--- src/verilog/core_pkg.sv ---
package core_pkg;

    localparam int data_w     = 16;
    localparam int reg_addr_w = 3;
    localparam int imm_w      = 8;

    typedef enum logic [3:0] {
        op_nop,
        op_add,
        op_sub,
        op_and,
        op_xor,
        op_addi,
        op_mul,
        op_ld,
        op_st
    } opcode_e;

    // 21-bit instruction word
    typedef struct packed {
        opcode_e                opcode;
        logic [reg_addr_w-1:0]  rd;
        logic [reg_addr_w-1:0]  rs;
        logic [reg_addr_w-1:0]  rt;
        logic [imm_w-1:0]       imm;
    } instr_t;

    typedef enum logic [1:0] {
        mem_none,
        mem_load,
        mem_store
    } mem_kind_e;

    typedef struct packed {
        logic                   valid;
        opcode_e                opcode;
        logic [reg_addr_w-1:0]  rd;
        logic [reg_addr_w-1:0]  rs;
        logic [reg_addr_w-1:0]  rt;
        logic [data_w-1:0]      op_a;
        logic [data_w-1:0]      op_b;
        logic [data_w-1:0]      imm;
    } dec_payload_t;

    // result holds the address for loads and stores
    typedef struct packed {
        logic                   valid;
        mem_kind_e              kind;
        logic [reg_addr_w-1:0]  rd;
        logic [data_w-1:0]      result;
        logic [data_w-1:0]      store_data;
    } exe_payload_t;

endpackage

--- src/verilog/hazard_if.sv ---
`timescale 1ns/1ps

interface hazard_if
    import core_pkg::*;
(
    input logic clk
);

    logic                   ex_stall;
    logic                   mem_stall;
    mem_kind_e              exe_kind;
    logic [reg_addr_w-1:0]  exe_rd;
    logic [reg_addr_w-1:0]  dec_rs;
    logic [reg_addr_w-1:0]  dec_rt;

    logic                   en_dec;
    logic                   en_exe;
    logic                   en_res;
    logic                   bubble_exe;

    modport decode (output dec_rs, dec_rt, input en_dec, bubble_exe);
    modport execute (output ex_stall, exe_kind, exe_rd, input en_exe, en_res);
    modport result (output mem_stall, input en_res);
    modport ctrl (
        input  clk, ex_stall, mem_stall, exe_kind, exe_rd, dec_rs, dec_rt,
        output en_dec, en_exe, en_res, bubble_exe
    );

endinterface

--- src/verilog/decode_stage.sv ---
`timescale 1ns/1ps

module decode_stage
    import core_pkg::*;
#(
    parameter int in_credits = 2
) (
    input  logic                    clk,
    input  logic                    rst,
    input  logic                    instr_valid,
    input  instr_t                  instr,
    output logic                    instr_credit,
    output logic [reg_addr_w-1:0]   raddr_a,
    output logic [reg_addr_w-1:0]   raddr_b,
    input  logic [data_w-1:0]       rdata_a,
    input  logic [data_w-1:0]       rdata_b,
    hazard_if.decode                hz,
    output dec_payload_t            dec_out
);

    localparam int aw = (in_credits > 1) ? $clog2(in_credits) : 1;
    localparam int cw = $clog2(in_credits + 1);

    instr_t         skid [in_credits];
    logic [aw-1:0]  wr_ptr;
    logic [aw-1:0]  rd_ptr;
    logic [cw-1:0]  count;
    logic           empty;
    logic           pop;
    instr_t         head;
    dec_payload_t   dec_next;

    assign empty = (count == '0);
    assign pop   = hz.en_dec && !empty;
    assign head  = skid[rd_ptr];

    always_ff @(posedge clk) begin
        if (instr_valid) begin
            skid[wr_ptr] <= instr;
        end
    end

    always_ff @(posedge clk) begin
        if (rst) begin
            wr_ptr       <= '0;
            rd_ptr       <= '0;
            count        <= '0;
            instr_credit <= 1'b0;
        end
        else begin
            if (instr_valid) begin
                wr_ptr <= (wr_ptr == aw'(in_credits - 1)) ? '0 : wr_ptr + 1'b1;
            end
            if (pop) begin
                rd_ptr <= (rd_ptr == aw'(in_credits - 1)) ? '0 : rd_ptr + 1'b1;
            end
            count        <= count + cw'(instr_valid) - cw'(pop);
            instr_credit <= pop;
        end
    end

    assign raddr_a   = head.rs;
    assign raddr_b   = head.rt;
    assign hz.dec_rs = empty ? '0 : head.rs;
    assign hz.dec_rt = empty ? '0 : head.rt;

    always_comb begin
        dec_next.valid  = !empty;
        dec_next.opcode = head.opcode;
        dec_next.rd     = head.rd;
        dec_next.rs     = head.rs;
        dec_next.rt     = head.rt;
        dec_next.op_a   = rdata_a;
        dec_next.op_b   = rdata_b;
        dec_next.imm    = {{(data_w - imm_w){head.imm[imm_w-1]}}, head.imm};
    end

    always_ff @(posedge clk) begin
        if (rst || hz.bubble_exe) begin
            dec_out.valid <= 1'b0;
        end
        else if (hz.en_dec) begin
            dec_out <= dec_next;
        end
    end

    // source must stay within its credits
    a_skid_no_overflow: assert property (
        @(posedge clk) disable iff (rst)
        instr_valid |-> (count != cw'(in_credits))
    ) else $error("instruction arrived with skid buffer full");

endmodule

--- src/verilog/execute_stage.sv ---
`timescale 1ns/1ps

module execute_stage
    import core_pkg::*;
#(
    parameter int mul_cycles = 4
) (
    input  logic                    clk,
    input  logic                    rst,
    input  dec_payload_t            dec_in,
    input  logic                    fwd_valid,
    input  logic [reg_addr_w-1:0]   fwd_rd,
    input  logic [data_w-1:0]       fwd_data,
    hazard_if.execute               hz,
    output exe_payload_t            exe_out
);

    localparam int mcw = (mul_cycles > 1) ? $clog2(mul_cycles) : 1;

    logic [data_w-1:0]      op_a;
    logic [data_w-1:0]      op_b;
    logic                   own_ok;
    logic [2*data_w-1:0]    prod_full;
    logic [data_w-1:0]      prod_q;
    logic [data_w-1:0]      mul_res;
    logic [mcw-1:0]         mul_cnt;
    logic                   mul_busy;
    exe_payload_t           exe_next;

    assign own_ok = exe_out.valid && exe_out.kind == mem_none && exe_out.rd != '0;

    // own register beats result forward beats decoded value
    always_comb begin
        op_a = dec_in.op_a;
        op_b = dec_in.op_b;
        if (fwd_valid && fwd_rd == dec_in.rs) op_a = fwd_data;
        if (fwd_valid && fwd_rd == dec_in.rt) op_b = fwd_data;
        if (own_ok && exe_out.rd == dec_in.rs) op_a = exe_out.result;
        if (own_ok && exe_out.rd == dec_in.rt) op_b = exe_out.result;
    end

    // operands are sampled on the first multiply cycle, forwards may drain after
    assign prod_full = op_a * op_b;
    assign mul_res   = (mul_cnt == '0) ? prod_full[data_w-1:0] : prod_q;
    assign mul_busy  = dec_in.valid && dec_in.opcode == op_mul &&
                       mul_cnt != mcw'(mul_cycles - 1);

    always_ff @(posedge clk) begin
        if (rst || hz.en_exe) mul_cnt <= '0;
        else if (mul_busy) mul_cnt <= mul_cnt + 1'b1;
    end

    always_ff @(posedge clk) begin
        if (mul_busy && mul_cnt == '0) prod_q <= prod_full[data_w-1:0];
    end

    always_comb begin
        exe_next.valid      = dec_in.valid;
        exe_next.kind       = mem_none;
        exe_next.rd         = dec_in.rd;
        exe_next.result     = '0;
        exe_next.store_data = op_b;
        case (dec_in.opcode)
            op_add:  exe_next.result = op_a + op_b;
            op_sub:  exe_next.result = op_a - op_b;
            op_and:  exe_next.result = op_a & op_b;
            op_xor:  exe_next.result = op_a ^ op_b;
            op_addi: exe_next.result = op_a + dec_in.imm;
            op_mul:  exe_next.result = mul_res;
            op_ld: begin
                exe_next.kind   = mem_load;
                exe_next.result = op_a + dec_in.imm;
            end
            op_st: begin
                exe_next.kind   = mem_store;
                exe_next.rd     = '0;
                exe_next.result = op_a + dec_in.imm;
            end
            default: exe_next.rd = '0;
        endcase
    end

    assign hz.ex_stall = mul_busy;
    assign hz.exe_kind = dec_in.valid ? exe_next.kind : mem_none;
    assign hz.exe_rd   = exe_next.rd;

    always_ff @(posedge clk) begin
        if (rst) exe_out.valid <= 1'b0;
        else if (hz.en_exe) exe_out <= exe_next;
        else if (hz.en_res) exe_out.valid <= 1'b0;
    end

    a_mul_bounded: assert property (
        @(posedge clk) disable iff (rst)
        $rose(hz.ex_stall) |-> ##[1:mul_cycles] !hz.ex_stall
    ) else $error("multiply stall exceeded mul_cycles");

endmodule

--- src/verilog/mini_core.sv ---
`timescale 1ns/1ps

module mini_core
    import core_pkg::*;
#(
    parameter int in_credits  = 2,
    parameter int out_credits = 4,
    parameter int mul_cycles  = 4,
    parameter int dmem_depth  = 64
) (
    input  logic                    clk,
    input  logic                    rst,
    input  logic                    instr_valid,
    input  instr_t                  instr,
    output logic                    instr_credit,
    output logic                    res_valid,
    output logic [reg_addr_w-1:0]   res_rd,
    output logic [data_w-1:0]       res_data,
    input  logic                    res_credit
);

    logic [reg_addr_w-1:0]  raddr_a;
    logic [reg_addr_w-1:0]  raddr_b;
    logic [data_w-1:0]      rdata_a;
    logic [data_w-1:0]      rdata_b;
    logic                   we;
    logic [reg_addr_w-1:0]  waddr;
    logic [data_w-1:0]      wdata;
    logic                   fwd_valid;
    logic [reg_addr_w-1:0]  fwd_rd;
    logic [data_w-1:0]      fwd_data;
    dec_payload_t           dec_pl;
    exe_payload_t           exe_pl;

    hazard_if hz_i (.clk(clk));

    pipe_ctrl ctrl_i (.rst(rst), .hz(hz_i.ctrl));

    reg_file rf_i (
        .clk(clk), .rst(rst),
        .raddr_a(raddr_a), .raddr_b(raddr_b),
        .rdata_a(rdata_a), .rdata_b(rdata_b),
        .we(we), .waddr(waddr), .wdata(wdata)
    );

    decode_stage #(.in_credits(in_credits)) dec_i (
        .clk(clk), .rst(rst),
        .instr_valid(instr_valid), .instr(instr), .instr_credit(instr_credit),
        .raddr_a(raddr_a), .raddr_b(raddr_b),
        .rdata_a(rdata_a), .rdata_b(rdata_b),
        .hz(hz_i.decode), .dec_out(dec_pl)
    );

    execute_stage #(.mul_cycles(mul_cycles)) exe_i (
        .clk(clk), .rst(rst), .dec_in(dec_pl),
        .fwd_valid(fwd_valid), .fwd_rd(fwd_rd), .fwd_data(fwd_data),
        .hz(hz_i.execute), .exe_out(exe_pl)
    );

    result_stage #(.out_credits(out_credits), .dmem_depth(dmem_depth)) res_i (
        .clk(clk), .rst(rst), .exe_in(exe_pl), .hz(hz_i.result),
        .we(we), .waddr(waddr), .wdata(wdata),
        .fwd_valid(fwd_valid), .fwd_rd(fwd_rd), .fwd_data(fwd_data),
        .res_valid(res_valid), .res_rd(res_rd), .res_data(res_data),
        .res_credit(res_credit)
    );

endmodule

--- src/verilog/pipe_ctrl.sv ---
`timescale 1ns/1ps

module pipe_ctrl
    import core_pkg::*;
(
    input logic     rst,
    hazard_if.ctrl  hz
);

    logic [2:0] en;
    logic       bubble;
    logic       load_use;

    assign {hz.en_dec, hz.en_exe, hz.en_res} = en;
    assign hz.bubble_exe = bubble;

    // load in execute feeding the instruction now in decode
    assign load_use = (hz.exe_kind == mem_load) && (hz.exe_rd != '0) &&
                      ((hz.exe_rd == hz.dec_rs) || (hz.exe_rd == hz.dec_rt));

    always_comb begin : stall_priority
        bubble = 1'b0;
        if (rst) begin
            en = 3'b111;
        end
        else if (hz.mem_stall) begin
            en = 3'b000;
        end
        else if (hz.ex_stall) begin
            // result stage drains behind the multiply
            en = 3'b001;
        end
        else if (load_use) begin
            en     = 3'b011;
            bubble = 1'b1;
        end
        else begin
            en = 3'b111;
        end
    end

    // the load moves on behind the bubble, so the hazard clears next cycle
    a_bubble_once: assert property (
        @(posedge hz.clk) disable iff (rst)
        hz.bubble_exe |=> !hz.bubble_exe
    ) else $error("load-use bubble held for more than one cycle");

endmodule

--- src/verilog/reg_file.sv ---
`timescale 1ns/1ps

module reg_file
    import core_pkg::*;
(
    input  logic                    clk,
    input  logic                    rst,
    input  logic [reg_addr_w-1:0]   raddr_a,
    input  logic [reg_addr_w-1:0]   raddr_b,
    output logic [data_w-1:0]       rdata_a,
    output logic [data_w-1:0]       rdata_b,
    input  logic                    we,
    input  logic [reg_addr_w-1:0]   waddr,
    input  logic [data_w-1:0]       wdata
);

    logic [data_w-1:0] regs [1 << reg_addr_w];

    always_ff @(posedge clk) begin
        if (rst) begin
            for (int i = 0; i < (1 << reg_addr_w); i++) begin
                regs[i] <= '0;
            end
        end
        else if (we && waddr != '0) begin
            regs[waddr] <= wdata;
        end
    end

    // write-first so decode sees same-cycle write-back
    assign rdata_a = (raddr_a == '0) ? '0 :
                     (we && waddr == raddr_a) ? wdata : regs[raddr_a];
    assign rdata_b = (raddr_b == '0) ? '0 :
                     (we && waddr == raddr_b) ? wdata : regs[raddr_b];

endmodule

--- src/verilog/result_stage.sv ---
`timescale 1ns/1ps

module result_stage
    import core_pkg::*;
#(
    parameter int out_credits = 4,
    parameter int dmem_depth  = 64
) (
    input  logic                    clk,
    input  logic                    rst,
    input  exe_payload_t            exe_in,
    hazard_if.result                hz,
    output logic                    we,
    output logic [reg_addr_w-1:0]   waddr,
    output logic [data_w-1:0]       wdata,
    output logic                    fwd_valid,
    output logic [reg_addr_w-1:0]   fwd_rd,
    output logic [data_w-1:0]       fwd_data,
    output logic                    res_valid,
    output logic [reg_addr_w-1:0]   res_rd,
    output logic [data_w-1:0]       res_data,
    input  logic                    res_credit
);

    localparam int aw = $clog2(dmem_depth);
    localparam int cw = $clog2(out_credits + 1);

    logic [data_w-1:0]  dmem [dmem_depth];
    logic [data_w-1:0]  addr_mod;
    logic [aw-1:0]      mem_idx;
    logic [data_w-1:0]  rd_s1;
    logic [data_w-1:0]  rd_s2;
    logic [1:0]         ld_cnt;
    logic               is_load;
    logic               ld_pend;
    logic               wb_ok;
    logic [data_w-1:0]  wb_data;
    logic [cw-1:0]      credit_cnt;

    assign addr_mod = exe_in.result % data_w'(dmem_depth);
    assign mem_idx  = addr_mod[aw-1:0];

    always_ff @(posedge clk) begin
        if (exe_in.valid && exe_in.kind == mem_store && hz.en_res) begin
            dmem[mem_idx] <= exe_in.store_data;
        end
        rd_s1 <= dmem[mem_idx];
        rd_s2 <= rd_s1;
    end

    // load data shows up in rd_s2 two cycles after arrival
    assign is_load = exe_in.valid && exe_in.kind == mem_load;
    assign ld_pend = is_load && ld_cnt != 2'd2;

    always_ff @(posedge clk) begin
        if (rst || hz.en_res) ld_cnt <= '0;
        else if (ld_pend) ld_cnt <= ld_cnt + 1'b1;
    end

    assign wb_ok   = exe_in.valid && exe_in.kind != mem_store && exe_in.rd != '0 && !ld_pend;
    assign wb_data = is_load ? rd_s2 : exe_in.result;

    assign res_valid    = wb_ok && credit_cnt != '0;
    assign res_rd       = exe_in.rd;
    assign res_data     = wb_data;
    assign hz.mem_stall = ld_pend || (wb_ok && credit_cnt == '0);

    assign we        = res_valid;
    assign waddr     = exe_in.rd;
    assign wdata     = wb_data;
    assign fwd_valid = wb_ok;
    assign fwd_rd    = exe_in.rd;
    assign fwd_data  = wb_data;

    always_ff @(posedge clk) begin
        if (rst) credit_cnt <= cw'(out_credits);
        else credit_cnt <= credit_cnt + cw'(res_credit) - cw'(res_valid);
    end

    // consumer never returns more than it was given
    a_credit_ok: assert property (
        @(posedge clk) disable iff (rst)
        credit_cnt <= cw'(out_credits)
    ) else $error("result credit count above out_credits");

endmodule
--- config.mk ---
export PLATFORM = sky130hd
export DESIGN_NAME = mini_core
export DESIGN_NICKNAME = d
export VERILOG_FILES = /design/src/verilog/core_pkg.sv /design/src/verilog/hazard_if.sv /design/src/verilog/decode_stage.sv /design/src/verilog/execute_stage.sv /design/src/verilog/mini_core.sv /design/src/verilog/pipe_ctrl.sv /design/src/verilog/reg_file.sv /design/src/verilog/result_stage.sv
export SDC_FILE = /design/constraint.sdc
export NUM_CORES = 2
export LEC_CHECK = 0
export BUFFER_PORTS_ARGS = -buffer_cell sky130_fd_sc_hd__buf_2
export CORE_UTILIZATION = 40
export CTS_CLUSTER_DIAMETER = 100
export CTS_CLUSTER_SIZE = 30
export DETAILED_ROUTE_END_ITERATION = 8
export SLEW_MARGIN = 20
export SYNTH_ARGS = -nofsm -noshare
export SYNTH_HDL_FRONTEND = slang
export SYNTH_SLANG_ARGS = --single-unit
--- constraint.sdc ---
create_clock -name clk -period 10.99 [get_ports clk]
set_input_delay 1.6485 -clock clk [delete_from_list [all_inputs] [get_ports clk]]
set_output_delay 1.6485 -clock clk [all_outputs]
set_load 0.005 [all_outputs]
==> flow_summary.toml <==
[status]
status = "complete, no violations"

[sta]
drv_slew = 0
hold_viol = 0
grt_setup_unrepaired = "false"
tns_ps = 0
finalSetupViolations = 0
worst_pin_slew_ps = 1140
finalClockSkew_ps = 74.3
worst_slack_ps = 2020
clock.fmax_mhz = 111
fin_hold_ws_ps = 341
period_share_pct = 81.6
min_period_ps = 8970
slew_headroom_pct = 23.4

[yosys]
synth-adder-area-share_pct = 4.81
ys_types = 78
ys_async_sr_fraction_pct = 0
synthFlopType = "edfxtp_1"
synth-xor-area-share_pct = 1.19
yosysWarnings = 0
synth_top_area_share_pct = 68.7
synth_compound_area_share_pct = 11.8
synth_top_family_by_area = "compound AO/OA/AOI/OAI gates"
syn_inst = 3985
netlist_area_sq_um = 56800
yosysSeqAreaShare_pct = 70.4
yosys.area_share.simple_pct = 7.89
ys_seq_elements = 1347
yosys.area.top_type = "edfxtp_1"
synth_mux_area_share_pct = 1.09
synthTopCellsByArea = "edfxtp_1 (69%), a22oi_1 (4.6%), fa_1 (2.9%)"
avgSynthCellArea_sq_um = 14.3
synth-edff-count = 1300

[placement]
dp_cells = 5840
dp_slack_ps = 1780
gp_congestion = 0.933
dpl.hpwl_microns = 100000
port_buffers = 45

[clocking]
clkLatencyLatePin_ps = 750
cts_tree = "built"
post-cts-setup-buffers = 0
root_buffer = "clkbuf_16"
clkSinkCount = 1347
cts_inserted_buffers = 54
clk_pin_slew_worst_paths_ps = 110
clockBufferDepth = 3
cts.hold.buffers_added = 0
ctsHtreeMaxLevel = 2
cts_resized = 0

[floorplan]
floorplan.initialDensity_pct = 40.5
die_y_microns = 379
die_w_microns = 379
num_rows = 137
core_sq_um = 140000
io_pins = 46
die_area_sq_um = 143000

[worst_hold_path]
hold_path_end = "res_i.rd_s2[4]$_DFF_P_"
hp-class = "reg2reg"
hold_path_depth = 0
min_from = "res_i.rd_s1[4]$_DFF_P_"

[worst_setup_path]
path_max_fanout = 17
reg2reg_from = "res_i.ld_cnt[0]$_SDFFE_PP0P_"
crit_cells = 27
crit_family = "adder cells"
critPathMostFrequentCell = "fa_1"
max_stage_delay_ps = 880
critPathArrivalTime_ps = 9410
startpoint_type = "flip-flop"
crit_path_end_kind = "flip-flop"
critPathBufInv = 5
rrSetupSlack_ps = 2020
r2r_end = "exe_i.exe_out[31]$_DFFE_PP_"
cp_slowest_cell = "nor2_2"
worstSetupPathType = "reg2reg"
crit_required_ps = 11420
r2r_cells = 27

[pwr]
power.density_nw_per_um2 = 311
leakagePower_nw = 20.5
p_clk_share_pct = 13.5
power.total_mw = 19.2
pwr-share-seq_pct = 34.1
comb_power_share_pct = 52.4
p_switching_mw = 8.32
p_sw_share_pct = 43.3
p_int_mw = 10.9
ir_drop_mv = 0.953

[drt]
routed_wl_microns = 167000
viasPerCell = 5.99
detail-route-antenna-nets = 0
routedWlPerCell_microns = 28.1
firstDrtPassIters = 9
drc_errors = 0
vias = 35588
drt-initial-drc-count = 4933

[final_layout]
nets = 4215
layout-drive-gt1-share_pct = 8.71
final_cells = 5943
syn_to_final_growth_pct = 8.58
final_common_cell = "edfxtp_1"
final_cell_mix = "edfxtp_1 (1300), nand2_1 (353), a22oi_1 (345)"

[global_routing]
overflow = 0
grt_pass1_wl_microns = 241000
grt_usage_pct = 22.9
grt_max_degree = 106
grt_antenna_before_repair = 4
first_global_vias = 33677

[job]
drv_cap = 0
[power by group through the flow]
| stage | Sequential [mW] | Combinational [mW] | Clock (mW) |
|---|---|---|---|
| after floorplan | 6.68 | 6.33 | 0 |
| after global placement | 6.66 | 9.80 | 0 |
| after detailed placement | 6.66 | 9.93 | 0 |
| after CTS | 6.54 | 10.0 | 2.62 |
| after global routing | 6.57 | 10.9 | 2.78 |
| final | 6.55 | 10.1 | 2.58 |
[cell families after synthesis]
family | count (synthesis)
flops | 1347
simple gates | 1011
compound gates | 905
buf+inv | 425
fa+ha+maj | 169
xor+xnor | 69
mux | 58
other cells | 1
[synthesized netlist by cell type, types with 4 or more instances]
library cell / number
inv_2: 5
dfxtp_1: 47
a41oi_1: 5
xnor2_1: 41
nand4_1: 57
a222oi_1: 7
a221oi_1: 93
inv_1: 180
a22o_1: 92
a21oi_1: 104
nor4_1: 8
o211ai_1: 8
a211oi_1: 32
nor2b_1: 9
and2_1: 6
or2_2: 14
and3_1: 40
or3_1: 7
o21ai_0: 26
nand2b_1: 14
a31oi_1: 106
nor2_1: 339
nand3_1: 107
ha_1: 87
xnor3_1: 5
a311oi_1: 33
mux2_2: 17
xor2_1: 23
buf_2: 4
buf_1: 43
mux2i_1: 39
buf_4: 6
o21bai_1: 5
a22oi_1: 345
nand2_1: 353
a21o_1: 9
o221ai_1: 13
nor3_1: 38
fa_1: 82
edfxtp_1: 1300
clkbuf_1: 184
[sequential cells by signal, indices dropped and copies added (netlist names), 3 cells and up, named ones only]
signal	cells
res_i.credit_cnt	3
dec_i.skid	42
exe_i.prod_q	16
res_i.rd_s1	16
rf_i.regs	128
res_i.rd_s2	16
exe_i.exe_out	38
res_i.dmem	1024
dec_i.dec_out	54
[worst max path at each step]
| stage | from | to | slack, ps |
|---|---|---|---|
| floorplan | exe_i.exe_out[35]$_DFFE_PP_ | exe_i.exe_out[31]$_DFFE_PP_ | 3590 |
| global placement | res_i.ld_cnt[0]$_SDFFE_PP0P_ | exe_i.exe_out[31]$_DFFE_PP_ | 2050 |
| detailed placement | res_i.ld_cnt[0]$_SDFFE_PP0P_ | exe_i.exe_out[31]$_DFFE_PP_ | 1780 |
| CTS | res_i.ld_cnt[0]$_SDFFE_PP0P_ | exe_i.exe_out[31]$_DFFE_PP_ | 1770 |
| global route | res_i.ld_cnt[0]$_SDFFE_PP0P_ | exe_i.exe_out[31]$_DFFE_PP_ | 1610 |
| finish | res_i.ld_cnt[0]$_SDFFE_PP0P_ | exe_i.exe_out[31]$_DFFE_PP_ | 2020 |
[routing by layer]
layer	track usage (%)	up-vias	wire [microns]	share of wire, %
li1	-	15358	-	-
met1	33.2	18168	70500	42
met2	35.7	1771	76400	46
met3	2.96	289	14300	8.6
met4	7.15	2	5780	3.5
met5	0	-	13	0.0078
[cell type report]
cell class              instances  area (sq um)
well taps                    1876          2350
clock inverters                12           214
multi-input cells            2228         15500
flip-flops and latches       1347         40000
diodes                          1          2.50
clock buffers                  89          1480
fillers                     12631         78600
inverters                     188           708
repair buffers                202          1470
[stage by stage]
step,utilization (%),instance area [sq um]
4_1_cts,44.0,61600
3_3_place_gp,42.7,59900
6_report,44.0,61700
2_1_floorplan,-,56900
3_5_place_dp,42.8,59900
5_1_grt,44.0,61700
(Power assumes the default switching activity.)
